<file path="config.mk">
export PLATFORM = sky130hd
export DESIGN_NAME = frame_counter
export DESIGN_NICKNAME = d
export VERILOG_FILES = /design/src/design/apu_regs_pkg.sv /design/src/design/frame_timer_pkg.sv /design/src/design/frame_sequencer_ctrl.sv /design/src/design/frame_lfsr.sv /design/src/design/frame_step_decode.sv /design/src/design/frame_irq_status.sv /design/src/design/frame_counter.sv
export SDC_FILE = /design/constraint.sdc
export NUM_CORES = 1
export LEC_CHECK = 0
export ABC_AREA = 1
export BUFFER_PORTS_ARGS = -buffer_cell sky130_fd_sc_hd__clkbuf_2
export CAP_MARGIN = 20
export CORE_MARGIN = 1
export CORE_UTILIZATION = 60
export DETAILED_ROUTE_END_ITERATION = 12
export PLACE_DENSITY = 0.84
export SETUP_SLACK_MARGIN = 0.02
export SLEW_MARGIN = 10
export SYNTH_ARGS = -nofsm -noshare
export SYNTH_HDL_FRONTEND = slang
export SYNTH_SLANG_ARGS = --single-unit
</file>
<file path="constraint.sdc">
create_clock -name phi1 -period 2.35 [get_ports phi1]
set_input_delay 0.235 -clock phi1 [delete_from_list [all_inputs] [get_ports phi1]]
set_output_delay 0.235 -clock phi1 [all_outputs]
set_load 0.05 [all_outputs]
</file>
<file path="src/design/apu_regs_pkg.sv">
package apu_regs_pkg;

	// CPU side register data
	localparam int REG_DATA_W = 8;

	typedef logic [REG_DATA_W-1:0] reg_data_t;

	// Frame register write layout
	localparam int FRAME_MODE_BIT    = 7;	// Set for the 5-step sequence
	localparam int FRAME_INHIBIT_BIT = 6;	// Set to block the frame interrupt

endpackage

</file>
<file path="src/design/frame_timer_pkg.sv">
package frame_timer_pkg;

	localparam int LFSR_W = 15;

	typedef logic [LFSR_W-1:0] lfsr_t;

	localparam lfsr_t LFSR_SEED = '1;	// Reload value

	// Aclk strobes counted from the last reload
	localparam int unsigned STEP1_COUNT = 3728;
	localparam int unsigned STEP2_COUNT = 7456;
	localparam int unsigned STEP3_COUNT = 11185;
	localparam int unsigned STEP4_COUNT = 14914;
	localparam int unsigned STEP5_COUNT = 18640;

	// New bit 0 from the two top taps
	function automatic logic lfsr_feedback(input lfsr_t s);
		return s[13] ^ s[14];
	endfunction

	// Shift toward the high bit
	function automatic lfsr_t lfsr_next(input lfsr_t s);
		return {s[LFSR_W-2:0], lfsr_feedback(s)};
	endfunction

	// Register value after a number of steps from the seed
	function automatic lfsr_t lfsr_pattern(input int unsigned count);
		lfsr_t s;
		s = LFSR_SEED;
		for (int unsigned blk = 0; blk <= count / 256; blk++) begin
			for (int unsigned i = 0; i < 256; i++) begin
				if (blk * 256 + i < count)
					s = lfsr_next(s);
			end
		end
		return s;
	endfunction

	localparam lfsr_t STEP1_PATTERN = lfsr_pattern(STEP1_COUNT);
	localparam lfsr_t STEP2_PATTERN = lfsr_pattern(STEP2_COUNT);
	localparam lfsr_t STEP3_PATTERN = lfsr_pattern(STEP3_COUNT);
	localparam lfsr_t STEP4_PATTERN = lfsr_pattern(STEP4_COUNT);
	localparam lfsr_t STEP5_PATTERN = lfsr_pattern(STEP5_COUNT);

	typedef logic [4:0] step_hits_t;	// Bit 0 is step 1

	typedef enum logic {
		SEQ_RUN,
		SEQ_RELOAD_PENDING
	} seq_state_e;

endpackage

</file>
<file path="src/design/frame_sequencer_ctrl.sv">
module frame_sequencer_ctrl (
	input  logic                       phi1,
	input  logic                       reset,
	input  apu_regs_pkg::reg_data_t    reg_data,
	input  logic                       write_frame,
	input  frame_timer_pkg::step_hits_t step_hits,
	input  frame_timer_pkg::lfsr_t     lfsr_state,
	output logic                       lfsr_reload,
	output logic                       lfsr_step,
	output logic                       feedback_in,
	output logic                       mode_5step,
	output logic                       irq_inhibit,
	output logic                       frame_irq_set,
	output logic                       quarter_frame,
	output logic                       half_frame
);

	import apu_regs_pkg::*;
	import frame_timer_pkg::*;

	logic       aclk_en;
	seq_state_e seq_state;
	logic       write_pending;
	logic       frame_end;
	logic       reload_now;
	logic       quarter_hit;
	logic       half_hit;

	// Audio clock as every second phi1 cycle
	always_ff @(posedge phi1) begin
		if (reset)
			aclk_en <= 1'b0;
		else
			aclk_en <= ~aclk_en;
	end

	// Frame register bits
	always_ff @(posedge phi1) begin
		if (reset) begin
			mode_5step  <= 1'b0;
			irq_inhibit <= 1'b0;
		end else if (write_frame) begin
			mode_5step  <= reg_data[FRAME_MODE_BIT];
			irq_inhibit <= reg_data[FRAME_INHIBIT_BIT];
		end
	end

	// A write restarts the sequence on the next strobe
	always_ff @(posedge phi1) begin
		if (reset)
			seq_state <= SEQ_RELOAD_PENDING;	// First strobe reloads
		else if (write_frame)
			seq_state <= SEQ_RELOAD_PENDING;
		else if (aclk_en)
			seq_state <= SEQ_RUN;
	end

	assign write_pending = (seq_state == SEQ_RELOAD_PENDING);

	// The decoder drops step 4 in 5-step mode
	assign frame_end  = step_hits[3] | step_hits[4];
	assign reload_now = write_pending | frame_end;

	assign lfsr_reload = aclk_en & reload_now;
	assign lfsr_step   = aclk_en & ~reload_now;
	assign feedback_in = lfsr_feedback(lfsr_state);

	// 5-step write fires an immediate quarter and half
	assign quarter_hit = (|step_hits) | (write_pending & mode_5step);
	assign half_hit    = step_hits[1] | step_hits[3] | step_hits[4] |
		(write_pending & mode_5step);

	always_ff @(posedge phi1) begin
		if (reset) begin
			quarter_frame <= 1'b0;
			half_frame    <= 1'b0;
			frame_irq_set <= 1'b0;
		end else begin
			quarter_frame <= aclk_en & quarter_hit;
			half_frame    <= aclk_en & half_hit;
			frame_irq_set <= aclk_en & step_hits[3];
		end
	end

endmodule

</file>
<file path="src/design/frame_lfsr.sv">
module frame_lfsr (
	input  logic                   phi1,
	input  logic                   reset,
	input  logic                   lfsr_reload,
	input  logic                   lfsr_step,
	input  logic                   feedback_in,
	output frame_timer_pkg::lfsr_t lfsr_state
);

	import frame_timer_pkg::*;

	lfsr_t shift_q;

	always_ff @(posedge phi1) begin
		if (reset || lfsr_reload)
			shift_q <= LFSR_SEED;
		else if (lfsr_step)
			shift_q <= {shift_q[LFSR_W-2:0], feedback_in};	// Shift up, new bit 0
	end

	assign lfsr_state = shift_q;

endmodule

</file>
<file path="src/design/frame_step_decode.sv">
module frame_step_decode (
	input  frame_timer_pkg::lfsr_t      lfsr_state,
	input  logic                        mode_5step,
	output frame_timer_pkg::step_hits_t step_hits
);

	import frame_timer_pkg::*;

	logic match_step1;
	logic match_step2;
	logic match_step3;
	logic match_step4;
	logic match_step5;

	// Full 15-bit compares against the precomputed states
	assign match_step1 = (lfsr_state == STEP1_PATTERN);
	assign match_step2 = (lfsr_state == STEP2_PATTERN);
	assign match_step3 = (lfsr_state == STEP3_PATTERN);
	assign match_step4 = (lfsr_state == STEP4_PATTERN);
	assign match_step5 = (lfsr_state == STEP5_PATTERN);

	assign step_hits[0] = match_step1;
	assign step_hits[1] = match_step2;
	assign step_hits[2] = match_step3;
	assign step_hits[3] = match_step4 & ~mode_5step;	// Passes unmatched in 5-step
	assign step_hits[4] = match_step5;

endmodule

</file>
<file path="src/design/frame_irq_status.sv">
module frame_irq_status (
	input  logic phi1,
	input  logic reset,
	input  logic frame_irq_set,
	input  logic irq_inhibit,
	input  logic read_status,
	input  logic dmc_irq,
	output logic irq,
	output logic status_frame_irq
);

	logic frame_flag;

	// Set beats a same-cycle read, inhibit keeps it clear
	always_ff @(posedge phi1) begin
		if (reset)
			frame_flag <= 1'b0;
		else if (frame_irq_set && !irq_inhibit)
			frame_flag <= 1'b1;
		else if (read_status || irq_inhibit)
			frame_flag <= 1'b0;
	end

	assign status_frame_irq = frame_flag;
	assign irq              = frame_flag | dmc_irq;	// Shared interrupt line

endmodule

</file>
<file path="src/design/frame_counter.sv">
module frame_counter (
	input  logic                    phi1,
	input  logic                    reset,
	input  apu_regs_pkg::reg_data_t reg_data,
	input  logic                    write_frame,
	input  logic                    read_status,
	input  logic                    dmc_irq,
	output logic                    quarter_frame,
	output logic                    half_frame,
	output logic                    irq,
	output logic                    status_frame_irq
);

	import frame_timer_pkg::*;

	lfsr_t      lfsr_state;
	step_hits_t step_hits;
	logic       lfsr_reload;
	logic       lfsr_step;
	logic       feedback_in;
	logic       mode_5step;
	logic       irq_inhibit;
	logic       frame_irq_set;

	frame_sequencer_ctrl i_ctrl (
		.phi1          (phi1),
		.reset         (reset),
		.reg_data      (reg_data),
		.write_frame   (write_frame),
		.step_hits     (step_hits),
		.lfsr_state    (lfsr_state),
		.lfsr_reload   (lfsr_reload),
		.lfsr_step     (lfsr_step),
		.feedback_in   (feedback_in),
		.mode_5step    (mode_5step),
		.irq_inhibit   (irq_inhibit),
		.frame_irq_set (frame_irq_set),
		.quarter_frame (quarter_frame),
		.half_frame    (half_frame)
	);

	frame_lfsr i_lfsr (
		.phi1        (phi1),
		.reset       (reset),
		.lfsr_reload (lfsr_reload),
		.lfsr_step   (lfsr_step),
		.feedback_in (feedback_in),
		.lfsr_state  (lfsr_state)
	);

	frame_step_decode i_decode (
		.lfsr_state (lfsr_state),
		.mode_5step (mode_5step),
		.step_hits  (step_hits)
	);

	frame_irq_status i_irq (
		.phi1             (phi1),
		.reset            (reset),
		.frame_irq_set    (frame_irq_set),
		.irq_inhibit      (irq_inhibit),
		.read_status      (read_status),
		.dmc_irq          (dmc_irq),
		.irq              (irq),
		.status_frame_irq (status_frame_irq)
	);

endmodule

</file>
Word level (Yosys, flattened, before mapping). Index checks and enable logic that the tools add are counted.

Add/sub/neg operators: 0. Multiply operators: 0. Div/mod/pow operators: 0. $lt $le $gt $ge: 0. Equal/unequal tests: 5. Shifts and indexed selects: 0. Muxes and demuxes: 2. Bitwise operators: 18. Reduce and logical (&&, ||, !) cells: 7.

Operator list (number): 15-bit by 14-bit == test with 1-bit output (second input constant) (2); 15-bit by 12-bit == test with 1-bit output (second input constant) (1); 15-bit by 13-bit == test with 1-bit output (second input constant) (1); 15-bit == test (second input constant) (1); 1-bit bitwise AND (7); 1-bit bitwise OR (7); 5-bit OR reduction (1); 1-bit NOT (3); 1-bit logical OR (2); 1-bit 2-to-1 mux (2); 2-bit nonzero test (1); 2-bit OR reduction (1); 1-bit logical AND (1); 1-bit logical NOT (1); 1-bit bitwise XOR (1).

Flip-flop bits (word level): 23. Bits in latches: 0. Memory bits (writable): 0. Memory bits (read-only): 0. Output and inout port bits: 4. Memories: 0.

Depth between registers and ports, before layout. Gate-level depths: netlist of the first run.

Depth after elaboration: 6. Mapped depth: 10. Gate-level depth less buffers: 9.

By module. From an unflattened synthesis of the first run, not the netlist that was laid out.

Cells, all modules: 183. Area, all modules: 1252.5 µm².

By module, submodules not included: frame_lfsr (times used 1, cells an instance 66, area an instance 636.9 µm², sequential area each 300.3 µm²); frame_step_decode (times used 1, cells an instance 74, area an instance 302.8 µm², sequential area each 0.0 µm²); frame_sequencer_ctrl (times used 1, cells an instance 34, area an instance 259.0 µm², sequential area each 140.1 µm²); frame_irq_status (times used 1, cells an instance 9, area an instance 53.8 µm², sequential area each 20.0 µm²).

Worst setup path before layout of the first run. OpenSTA, ideal clock, no wires.

Path type: flip-flop to flip-flop. From: register i_lfsr.shift_q[14] (netlist: i_lfsr.lfsr_state[14]). To: register i_lfsr.shift_q[11] (netlist: i_lfsr.lfsr_state[11]). Library setup time: 119 ps. Arrival: 1115 ps. Setup slack: 1116 ps. Cell stages (with the launch flop): 11. Buffers on the path: 2. Period minus slack after synthesis: 1234 ps. Cell sequence: dfxtp_1 > buf_4 > inv_2 > nand2_1 > nor2_1 > nand2_2 > nor2_2 > nor2_4 > buf_6 > nand4_1 > nand3_2.

Cells in the longest elaborated chain, start to end: 6. Elaborated cells between the ends (all ways): 9.

RTL lines: start, declared (line frame_lfsr.sv:12) `lfsr_t shift_q;`; start signal, assigned (line frame_lfsr.sv:18) `shift_q <= {shift_q[LFSR_W-2:0], feedback_in};`; 15-bit by 12-bit == test with 1-bit output (line frame_step_decode.sv:19) `assign match_step4 = (lfsr_state == STEP4_PATTERN);`; 1-bit bitwise AND (line frame_step_decode.sv:25) `assign step_hits[3] = match_step4 & ~mode_5step;`; 1-bit bitwise OR (*) (line frame_sequencer_ctrl.sv:61) `assign frame_end = step_hits[3] | step_hits[4];`; 1-bit bitwise OR (*) (line frame_sequencer_ctrl.sv:62) `assign reload_now = write_pending | frame_end;`; 1-bit bitwise AND / 1-bit NOT (equally long branches) (line frame_sequencer_ctrl.sv:64, frame_sequencer_ctrl.sv:65); 1-bit logical OR / 1-bit bitwise AND (equally long branches) (line frame_lfsr.sv:15, frame_sequencer_ctrl.sv:65).

Mark *: on every way between the ends. The rest lies on a longest branch, timed or not. A chain may end at the register's enable or synchronous reset.

Worst setup path in the final report of the first run.
From: register i_lfsr.shift_q[14] (netlist: i_lfsr.lfsr_state[14]). To: register i_ctrl.quarter_frame.

Cells in the longest elaborated chain, start to end: 5. Elaborated cells between the ends (all ways): 9.

RTL lines: 15-bit by 12-bit == test with 1-bit output (line frame_step_decode.sv:19); 1-bit bitwise AND (line frame_step_decode.sv:25); 5-bit OR reduction (*) (line frame_sequencer_ctrl.sv:69) `assign quarter_hit = (|step_hits) | (write_pending & mode_5step);`; 1-bit bitwise OR (*) (line frame_sequencer_ctrl.sv:69); 1-bit bitwise AND (*) (line frame_sequencer_ctrl.sv:79) `quarter_frame <= aclk_en & quarter_hit;`; end signal, assigned (line frame_sequencer_ctrl.sv:79); end, declared (line frame_sequencer_ctrl.sv:14) `output logic quarter_frame,`.

Marks and branches as above.

==> results of run 1 <==
## cell usage in the layout (no fill, tap or decap), drive strengths merged
cell type  netlist  layout
nand2           47      47
clkinv           1       1
inv             25      25
clkbuf           1      14
nand3           20      20
xor2             1       1
o211ai           1       1
or2              1       1
nand4           19      19
nor3             6       6
dfxtp           23      23
buf              6       1
nor2            33      33
a21oi            2       2
o21ai            2       2
## cells in the mapped netlist, types with 2 or more instances
| cell type | count | area share [%] |
|---|---|---|
| nor2_1 | 26 | 7.5 |
| nand2_1 | 42 | 12 |
| nand3_1 | 10 | 3.9 |
| buf_2 | 3 | 1.2 |
| nor2_2 | 5 | 2.4 |
| inv_2 | 5 | 1.4 |
| nor2_4 | 2 | 1.7 |
| inv_1 | 20 | 5.8 |
| buf_6 | 2 | 1.7 |
| nand2_2 | 4 | 1.9 |
| nor3_1 | 6 | 2.3 |
| o21ai_0 | 2 | 0.77 |
| a21oi_1 | 2 | 0.77 |
| dfxtp_1 | 23 | 35 |
| nand4_1 | 18 | 8.7 |
| nand3_2 | 10 | 7.7 |
## final cells by class
| type | instances | area, um2 | share of cell area, % |
|---|---|---|---|
| clock buffers | 4 | 26.3 | 1.92 |
| inverters | 26 | 97.6 | 7.13 |
| multi-input cells | 132 | 693 | 50.6 |
| flip-flops and latches | 23 | 460 | 33.6 |
| well taps | 27 | 33.8 | 2.47 |
| repair buffers | 11 | 57.6 | 4.20 |
## per-stage QoR
stage	cell area [um2]	worst slack, ns	power (W)	hold WS, ns
detailed placement	1340	0.869	0.000589	0.418
global route	1370	0.715	0.000812	0.135
global placement	1340	0.901	0.000581	0.416
floorplan	1300	1.12	0.000559	0.312
CTS	1370	0.855	0.000769	0.125
finish	1370	0.822	0.000773	0.123
## report_power, final
| part | switching [W] | internal [W] | total, W |
|---|---|---|---|
| Combinational | 0.0000888 | 0.0000440 | 0.000133 |
| Clock | 0.000124 | 0.0000666 | 0.000191 |
| Sequential | 0.0000349 | 0.000415 | 0.000450 |
| Total | 0.000248 | 0.000525 | 0.000773 |
## critical path, stage by stage, from the launching register on
cell,delay [ns]
dfxtp_1,0.55
inv_2,0.06
nand2_1,0.06
nor2_1,0.06
nand2_2,0.06
nor2_2,0.05
nor2_4,0.30
nand3_1,0.13
nand2_1,0.11
nand2_1,0.05
## state kept, by name, indices dropped and copies added (netlist names)
register / cells
i_lfsr.lfsr_state: 15
i_ctrl.quarter_frame: 1
i_ctrl.aclk_en: 1
i_irq.status_frame_irq: 1
i_ctrl.half_frame: 1
i_ctrl.seq_state: 1
i_ctrl.frame_irq_set: 1
i_ctrl.irq_inhibit: 1
i_ctrl.mode_5step: 1
## worst max path at each step
stage | depth (start not counted) | start | end | slack [ns]
2_1_floorplan | 10 | i_lfsr.lfsr_state[14]$_SDFFE_PP1P_ | i_lfsr.lfsr_state[11]$_SDFFE_PP1P_ | 1.12
3_3_place_gp | 9 | i_lfsr.lfsr_state[14]$_SDFFE_PP1P_ | i_ctrl.quarter_frame$_SDFF_PP0_ | 0.90
3_5_place_dp | 9 | i_lfsr.lfsr_state[14]$_SDFFE_PP1P_ | i_ctrl.quarter_frame$_SDFF_PP0_ | 0.87
4_1_cts | 9 | i_lfsr.lfsr_state[14]$_SDFFE_PP1P_ | i_ctrl.quarter_frame$_SDFF_PP0_ | 0.86
5_1_grt | 9 | i_lfsr.lfsr_state[14]$_SDFFE_PP1P_ | i_ctrl.quarter_frame$_SDFF_PP0_ | 0.71
6_report | 9 | i_lfsr.lfsr_state[14]$_SDFFE_PP1P_ | i_ctrl.quarter_frame$_SDFF_PP0_ | 0.82
## per-layer routing
metal / part of all wire (%) / wire, um / GRT usage [%] / up-vias
met5: 0 / 0 / 0 / -
met4: 1.8 / 51 / 11.8 / 0
met3: 7.3 / 207 / 3.77 / 5
met2: 48 / 1350 / 43.2 / 54
met1: 43 / 1210 / 36.5 / 566
li1: - / - / - / 620
## logic make-up after synthesis
group / count (synthesis) / share of synthesized area (%)
AOI/OAI and AO/OA: 5 / 2.12
xor gates and xnor gates: 1 / 0.674
buffers and inverters: 33 / 11.3
DFF: 23 / 35.4
and+or+nand+nor: 126 / 50.5
==> results.txt, run 1 <==
Max cap viols: 0
Mapped Cells: 188
Crit path kind: register to register
Layout Utilization: 68.4%
Routed Antenna Nets: 0
CTS resizes: 0
Worst-path clk slew: 0.13 ns
Final TNS setup: 0 ns
Worst-case clock buffer depth: 2
Yosys reg bits: 23
Total CTS buffers: 3
Pwr/cell area: 565 mW/mm2
Fmax: 0.654 GHz
Final Wtd Congestion: 0.890
DR vias/cell: 5.58
Async set-reset flop share out of synthesis: 0%
Routed WL per cell: 12.7 um
First-pass GRT wire length: 4900 um
Die W: 48.5 um
Final cell count without fillers: 223
HP Class: input port to register
Diodes inserted: 0
Starting density of the core: 64.9%
Via Count: 1245
Period utilization: 65.0%
Worst flop-to-flop path endpoint: i_ctrl.quarter_frame$_SDFF_PP0_
Relative slew slack: 67.3%
Max Slew Vio Count: 0
Clock Skews: 0.00663 ns
Post-synthesis sequential area ratio: 35.4%
Cells after DPL: 219
Worst IR Drop VDD: 0.501 mV
Worst path required time: 2.58 ns
CP max FO: 15
Largest net degree at the start of global routing: 20
Nets: 210
Worst hold endpoint: i_irq.status_frame_irq$_SDFFE_PP0P_
Initial antenna violation count: 0
Postcts setup bufs: 0
Reg2Reg Depth: 9
Slew @ Worst Pin: 0.488 ns
Final Setup Violations: 0
Gr ovfl total: 0
Synth Net Count: 201
Netlist Area Pre-Place: 0.00130 mm2
All-Layer GR Usage: 27.1%
Vias in the first global route: 1130
Fillers: 176
Critical R2R Launch: i_lfsr.lfsr_state[14]$_SDFFE_PP1P_
Mean post-synth cell area: 6.91 um2
CTS root buffer: clkbuf_4
Number of flops mapped to enable cells by yosys: 0
Crit start category: register
Unique masters post-synth: 24
Clk sink count: 23
Io pins: 17
Top_reg_cell synth: dfxtp_1
DRT Pass-1 Iters: 4
CP Data Arrival Time: 1.76 ns
IO buf count: 10
DRC marker count from the first detailed-route iteration: 62
Final min period: 1.53 ns
Die Span Y: 48.5 um
Synth warn: 0
Latest clock arrival within the worst-skew pair: 0.32 ns
Core area: 0.00200 mm2
Hold buffers post-CTS: 0
Hold path depth: 2
DP HPWL: 2130 um
Num rows: 16
Crit. End Element: register
Share of post-route cells with drive strength above 1: 21.9%
Status: completed
Final Hold Viols: 0
H-tree levels: 1
Routed Wire Length: 2830 um
P&R area growth vs syn: 5.29%
Worst hold start: reset
Cell leakage power: 0.682 nW
# DRC: 0
Area of the die: 0.00236 mm2
RSZ-0062 raised after global routing: false
Flop-to-flop setup slack: 0.82 ns
CTS tree: built
Power figures use the tool's default switching activity.
==> run 2: changes to the inputs <==
--- a/config.mk
+++ b/config.mk
@@ -9,9 +9,9 @@
 export BUFFER_PORTS_ARGS = -buffer_cell sky130_fd_sc_hd__clkbuf_2
 export CAP_MARGIN = 20
 export CORE_MARGIN = 1
-export CORE_UTILIZATION = 60
+export CORE_UTILIZATION = 51
 export DETAILED_ROUTE_END_ITERATION = 12
-export PLACE_DENSITY = 0.84
+export PLACE_DENSITY = 0.77
 export SETUP_SLACK_MARGIN = 0.02
 export SLEW_MARGIN = 10
 export SYNTH_ARGS = -nofsm -noshare
==> constraint.sdc (replaced) <==
create_clock -name phi1 -period 1.3 [get_ports phi1]
set_input_delay 0.13 -clock phi1 [delete_from_list [all_inputs] [get_ports phi1]]
set_output_delay 0.13 -clock phi1 [all_outputs]
set_load 0.05 [all_outputs]
==> results.txt, run 2 (same netlist as run 1, synthesis figures left out) <==
Status: finished with violations
Violated checks: negative setup slack
DP HPWL: 2290 um (+7.4%)
Switching part of the total: 33.6% (+1.5 points)
Total CTS buffers: 3 (unchanged)
Area of the die: 0.00275 mm2 (+17%)
Routed Antenna Nets: 0 (unchanged)
Max reg flops: 15 (unchanged)
Gate power share: 24.4% (+7.2 points)
Crit path top cell by count: nor2_4
Final Hold Viols: 0 (unchanged)
Clock Skews: 0.00516 ns (-0.00147 ns)
Core area: 0.00230 mm2 (+15%)
Hold buffers post-CTS: 0 (unchanged)
Diodes inserted: 0 (unchanged)
Share of post-route cells with drive strength above 1: 48.7% (+27 points)
H-tree levels: 1 (unchanged)
Most frequent cells in the layout: 34 x nand2_1, 30 x buf_4, 21 x nor2_1
Max Slew Vio Count: 0 (unchanged)
Max stage delay on crit path: 0.38 ns (-0.17 ns)
Final Wtd Congestion: 0.982 (+10%)
Die Span Y: 52.5 um (+8.1%)
Max cap viols: 0 (unchanged)
First-pass GRT wire length: 6010 um (+23%)
HP Class: input port to register
Largest net degree at the start of global routing: 17 (-15%)
Clk sink count: 23 (unchanged)
Storage cell area: 503 um2 (+9.2%)
Cells after DPL: 240 (+9.6%)
Routed WL per cell: 15.2 um (+20%)
Setup WS post-layout: -0.0754 ns (-0.897 ns)
Seq pwr share: 52.7% (-5.4 points)
Via Count: 1458 (+17%)
Initial antenna violation count: 0 (unchanged)
Pwr/cell area: 866 mW/mm2 (+53%)
Latest clock arrival within the worst-skew pair: 0.32 ns (about the same)
Gr ovfl total: 0 (unchanged)
CTS tree: built
CP cell instances: inv_2 > nand2_2 > nor2_4 > nand2_1 > nor2_2 > nor2_4 > buf_12 > nand4_1 > nand3_2
Vias in the first global route: 1309 (+16%)
Worst-case clock buffer depth: 2 (unchanged)
Routed Wire Length: 3880 um (+37%)
CP max FO: 6 (-9)
Io pins: 17 (unchanged)
Nets: 242 (+15%)
Crit start category: register
Cell leakage power: 0.834 nW (+22%)
Worst-path clk slew: 0.14 ns (about the same)
# DRC: 0 (unchanged)
Num rows: 17 (+1)
RSZ-0062 raised after global routing: true
Commonest non-fill, non-tap cell in the layout: nand2_1
IO buf count: 10 (unchanged)
Slew @ Worst Pin: 0.316 ns (-0.172 ns)
Fillers: 143 (-19%)
Crit path kind: register to register
Final cell count without fillers: 256 (+15%)
CTS root buffer: clkbuf_4
Starting density of the core: 56.6% (-8.3 points)
DRC marker count from the first detailed-route iteration: 77 (+24%)
DR vias/cell: 5.70 (+2.0%)
Place WS: -0.0439 ns (-0.913 ns)
Period utilization: 106% (+41 points)
Slowest CP cell: dfxtp_4
Crit. End Element: register
Final min period: 1.38 ns (-0.153 ns)
Final Setup Violations: 14 (+14)
Die W: 52.5 um (+8.1%)
CP Data Arrival Time: 1.60 ns (-0.16 ns)
All-Layer GR Usage: 30.3% (+3.3 points)
Worst path required time: 1.53 ns (-1.05 ns)
DRT Pass-1 Iters: 5 (+1)
Area of the multi-input gates: 776 um2 (+12%)
Cell Int Power: 0.00102 W (+95%)
Worst IR Drop VDD: 0.834 mV (+66%)
P&R area growth vs syn: 36.9%
Sw power: 0.000518 W (+110%)
Fmax: 0.727 GHz (+11%)
Clock share of power: 22.9% (-1.8 points)
Relative slew slack: 78.9% (+12 points)
-- run 2: final cells by class --
cell class,instances,area share (%)
Sequential cell,23,28.3
Multi-Input combinational cell,133,43.6
Clock inverter,1,0.281
Inverter,26,6.05
Timing Repair Buffer,42,18.6
Clock buffer,3,1.27
Tap cell,28,1.97
-- run 2: metrics by stage --
step	power, W	area (um2)	hold slack [ns]	TNS [ns]	util (%)
detailed placement	0.00112	1510	0.360	-0.401	65.6
finish	0.00154	1780	0.00240	-0.743	77.5
global placement	0.00110	1510	0.355	-0.286	65.6
CTS	0.00149	1640	0.00824	0	71.5
global route	0.00161	1780	0.00828	-1.69	77.5
floorplan	0.00101	1300	0.207	0	-
-- run 2: metal layers --
layer,vias to the layer above,GRT usage (%),wire length (um)
li1,694,-,-
met2,72,51.3,1970
met5,-,0,0
met3,15,3.77,300
met4,0,12.3,111
met1,677,38.5,1500
-- run 2: power groups by stage --
stage | Sequential (W) | Clock (W) | Combinational [W]
after global routing | 0.000817 | 0.000381 | 0.000408
after floorplan | 0.000810 | 0 | 0.000200
final | 0.000812 | 0.000353 | 0.000377
after CTS | 0.000808 | 0.000348 | 0.000333
after global placement | 0.000816 | 0 | 0.000284
after detailed placement | 0.000818 | 0 | 0.000298
-- run 2: path summary, 6_finish.rpt --
check | startpoint | end | slack [ns] | depth (start not counted)
setup / recovery | i_lfsr.lfsr_state[7]$_SDFFE_PP1P_ | i_lfsr.lfsr_state[2]$_SDFFE_PP1P_ | -0.08 | 9
hold / removal | reset | i_irq.status_frame_irq$_SDFFE_PP0P_ | 0.002 | 2
setup reg to reg | i_lfsr.lfsr_state[7]$_SDFFE_PP1P_ | i_lfsr.lfsr_state[2]$_SDFFE_PP1P_ | -0.08 | 9
hold reg to reg | i_ctrl.irq_inhibit$_SDFFE_PP0P_ | i_irq.status_frame_irq$_SDFFE_PP0P_ | 0.43 | 1
-- run 2: critical path: cells and delay by family (launching register included) --
kind / cells / cell delay (ns)
simple gates: 7 / 0.68
flops: 1 / 0.38
buf+inv: 2 / 0.22
-- run 2: what timing repair did --
item	in CTS	in global routing
resized for setup	25	32
setup endpoints to repair	18	18
pin swaps	2	11
cloned	1	1
buffers inserted	6	4
==> run 3: changes to the inputs <==
--- a/config.mk
+++ b/config.mk
@@ -12,6 +12,7 @@
 export CORE_UTILIZATION = 51
 export DETAILED_ROUTE_END_ITERATION = 12
 export PLACE_DENSITY = 0.77
+export REMOVE_ABC_BUFFERS = 1
 export SETUP_SLACK_MARGIN = 0.02
 export SLEW_MARGIN = 10
 export SYNTH_ARGS = -nofsm -noshare
==> results.txt, run 3 (same netlist as run 1, synthesis figures left out) <==
Status: finished with violations
Violated checks: negative setup slack
Total CTS buffers: 3 (unchanged)
Commonest non-fill, non-tap cell in the layout: nand2_1
H-tree levels: 1 (unchanged)
DR vias/cell: 5.50 (-3.5%)
Final Setup Violations: 5 (-9)
Final min period: 1.32 ns (-0.0507 ns)
Pwr Total: 0.00147 W (-4.5%)
Via Count: 1325 (-9.1%)
Max cap viols: 0 (unchanged)
IO buf count: 10 (unchanged)
Worst-path clk slew: 0.14 ns (about the same)
Core area: 0.00230 mm2 (unchanged)
Crit path kind: register to register
Latest clock arrival within the worst-skew pair: 0.33 ns (about the same)
Die W: 52.5 um (unchanged)
Worst-case clock buffer depth: 2 (unchanged)
RSZ-0062 raised after global routing: true
Crit. End Element: register
Routed Wire Length: 3500 um (-9.8%)
Cell leakage power: 0.765 nW (-8.3%)
Crit start category: register
CP Data Arrival Time: 1.58 ns (-0.02 ns)
DP HPWL: 2320 um (+1.3%)
Nets: 227 (-6.2%)
Starting density of the core: 56.6% (unchanged)
All-Layer GR Usage: 27.5% (-2.8 points)
CP max FO: 7 (+1)
Relative slew slack: 80.8% (+1.9 points)
First-pass GRT wire length: 5350 um (-11%)
CTS tree: built
Fmax: 0.755 GHz (+3.8%)
Io pins: 17 (unchanged)
HP Class: input port to register
Die Span Y: 52.5 um (unchanged)
Max reg flops: 15 (unchanged)
Max Slew Vio Count: 0 (unchanged)
Area of the die: 0.00275 mm2 (unchanged)
Worst path required time: 1.56 ns (+0.03 ns)
DRC marker count from the first detailed-route iteration: 54 (-30%)
Clk sink count: 23 (unchanged)
Setup WS post-layout: -0.0247 ns (+0.0507 ns)
Routed Antenna Nets: 0 (unchanged)
Num rows: 17 (unchanged)
Slew @ Worst Pin: 0.286 ns (-0.0309 ns)
Initial antenna violation count: 0 (unchanged)
Gr ovfl total: 0 (unchanged)
Clock Skews: 0.0161 ns (+0.0110 ns)
# DRC: 0 (unchanged)
CTS root buffer: clkbuf_4
Pwr/cell area: 889 mW/mm2 (+2.6%)
Share of post-route cells with drive strength above 1: 42.3% (-6.4 points)
Final Wtd Congestion: 0.959 (-2.3%)
Vias in the first global route: 1240 (-5.3%)
Most frequent cells in the layout: 37 x nand2_1, 23 x nor2_1, 18 x nand4_1
P&R area growth vs syn: 27.4%
DRT Pass-1 Iters: 4 (-1)
Routed WL per cell: 14.5 um (-4.2%)
Final Hold Viols: 0 (unchanged)
Period utilization: 102% (-3.9 points)
Final hold slack: 0.0209 ns (+0.0185 ns)
Worst IR Drop VDD: 0.888 mV (+6.5%)
Largest net degree at the start of global routing: 17 (unchanged)
Diodes inserted: 0 (unchanged)
-- run 3: cell count changes in the layout (fill, tap and decap cells not counted), moves of 2 or more --
cell and delta:
buf_4 -16, nand2_1 +3, nand2_2 -3, nor2_1 +2
nor2_2 -3
-- run 3: worst max-delay path, cell delays in order (launching register included) --
cell       delay (ns)
dfxtp_4          0.39
inv_1            0.07
nand2_2          0.08
nor2_2           0.04
nand2_2          0.08
nor2_4           0.04
nor2_4           0.20
clkbuf_16        0.19
nand4_1          0.10
nand3_2          0.08
-- run 3: worst paths after layout --
check | from | endpoint | slack, ns | depth (start not counted)
max | i_lfsr.lfsr_state[5]$_SDFFE_PP1P_ | i_lfsr.lfsr_state[11]$_SDFFE_PP1P_ | -0.02 | 9
min | reg_data[6] | i_ctrl.irq_inhibit$_SDFFE_PP0P_ | 0.02 | 3
max reg2reg | i_lfsr.lfsr_state[5]$_SDFFE_PP1P_ | i_lfsr.lfsr_state[11]$_SDFFE_PP1P_ | -0.02 | 9
min reg2reg | i_ctrl.irq_inhibit$_SDFFE_PP0P_ | i_irq.status_frame_irq$_SDFFE_PP0P_ | 0.42 | 1
-- run 3: metal layers --
| metal | global-route usage [%] | share of wire, % |
|---|---|---|
| met5 | 0 | 0 |
| met4 | 10.5 | 2.4 |
| met2 | 49.8 | 51 |
| met1 | 30.9 | 40 |
| met3 | 5.80 | 6.5 |
-- run 3: power by group --
part / leakage, nW / switching [W] / internal (W)
registers: 0.188 / 0.0000607 / 0.000750
logic: 0.563 / 0.000192 / 0.000122
clock network: 0.0139 / 0.000230 / 0.000118
total: 0.765 / 0.000483 / 0.000990
-- run 3: timing repair --
action                                 CTS  global route
endpoints found under the hold margin    1             0
gates resized for setup                 26            24
hold buffers                             1             0
pin swaps                                3             3
cloned                                   1             1
setup buffers                            0             0
setup endpoints to repair               16            16
-- run 3: final cells by class --
| type | instances | area, um2 |
|---|---|---|
| Clock buffer | 3 | 22.5 |
| Sequential cell | 23 | 503 |
| Multi-Input combinational cell | 133 | 764 |
| Fill cell | 183 | 641 |
| Timing Repair Buffer | 27 | 219 |
| Inverter | 26 | 105 |
| Tap cell | 28 | 35.0 |
| Clock inverter | 1 | 7.51 |
-- run 3: per-stage QoR --
stage / cell area (um2) / setup TNS [ns] / utilization (%) / cells / worst slack (ns)
4_1_cts: 1570 / 0 / 68.5 / 240 / 0.00966
5_1_grt: 1660 / -1.34 / 72.1 / 241 / -0.126
3_5_place_dp: 1460 / -0.506 / 63.6 / 234 / -0.0589
6_report: 1660 / -0.0609 / 72.1 / 241 / -0.0247
3_3_place_gp: 1460 / -0.228 / 63.6 / 234 / -0.0354
2_1_floorplan: 1250 / -0.0432 / - / 181 / -0.0432
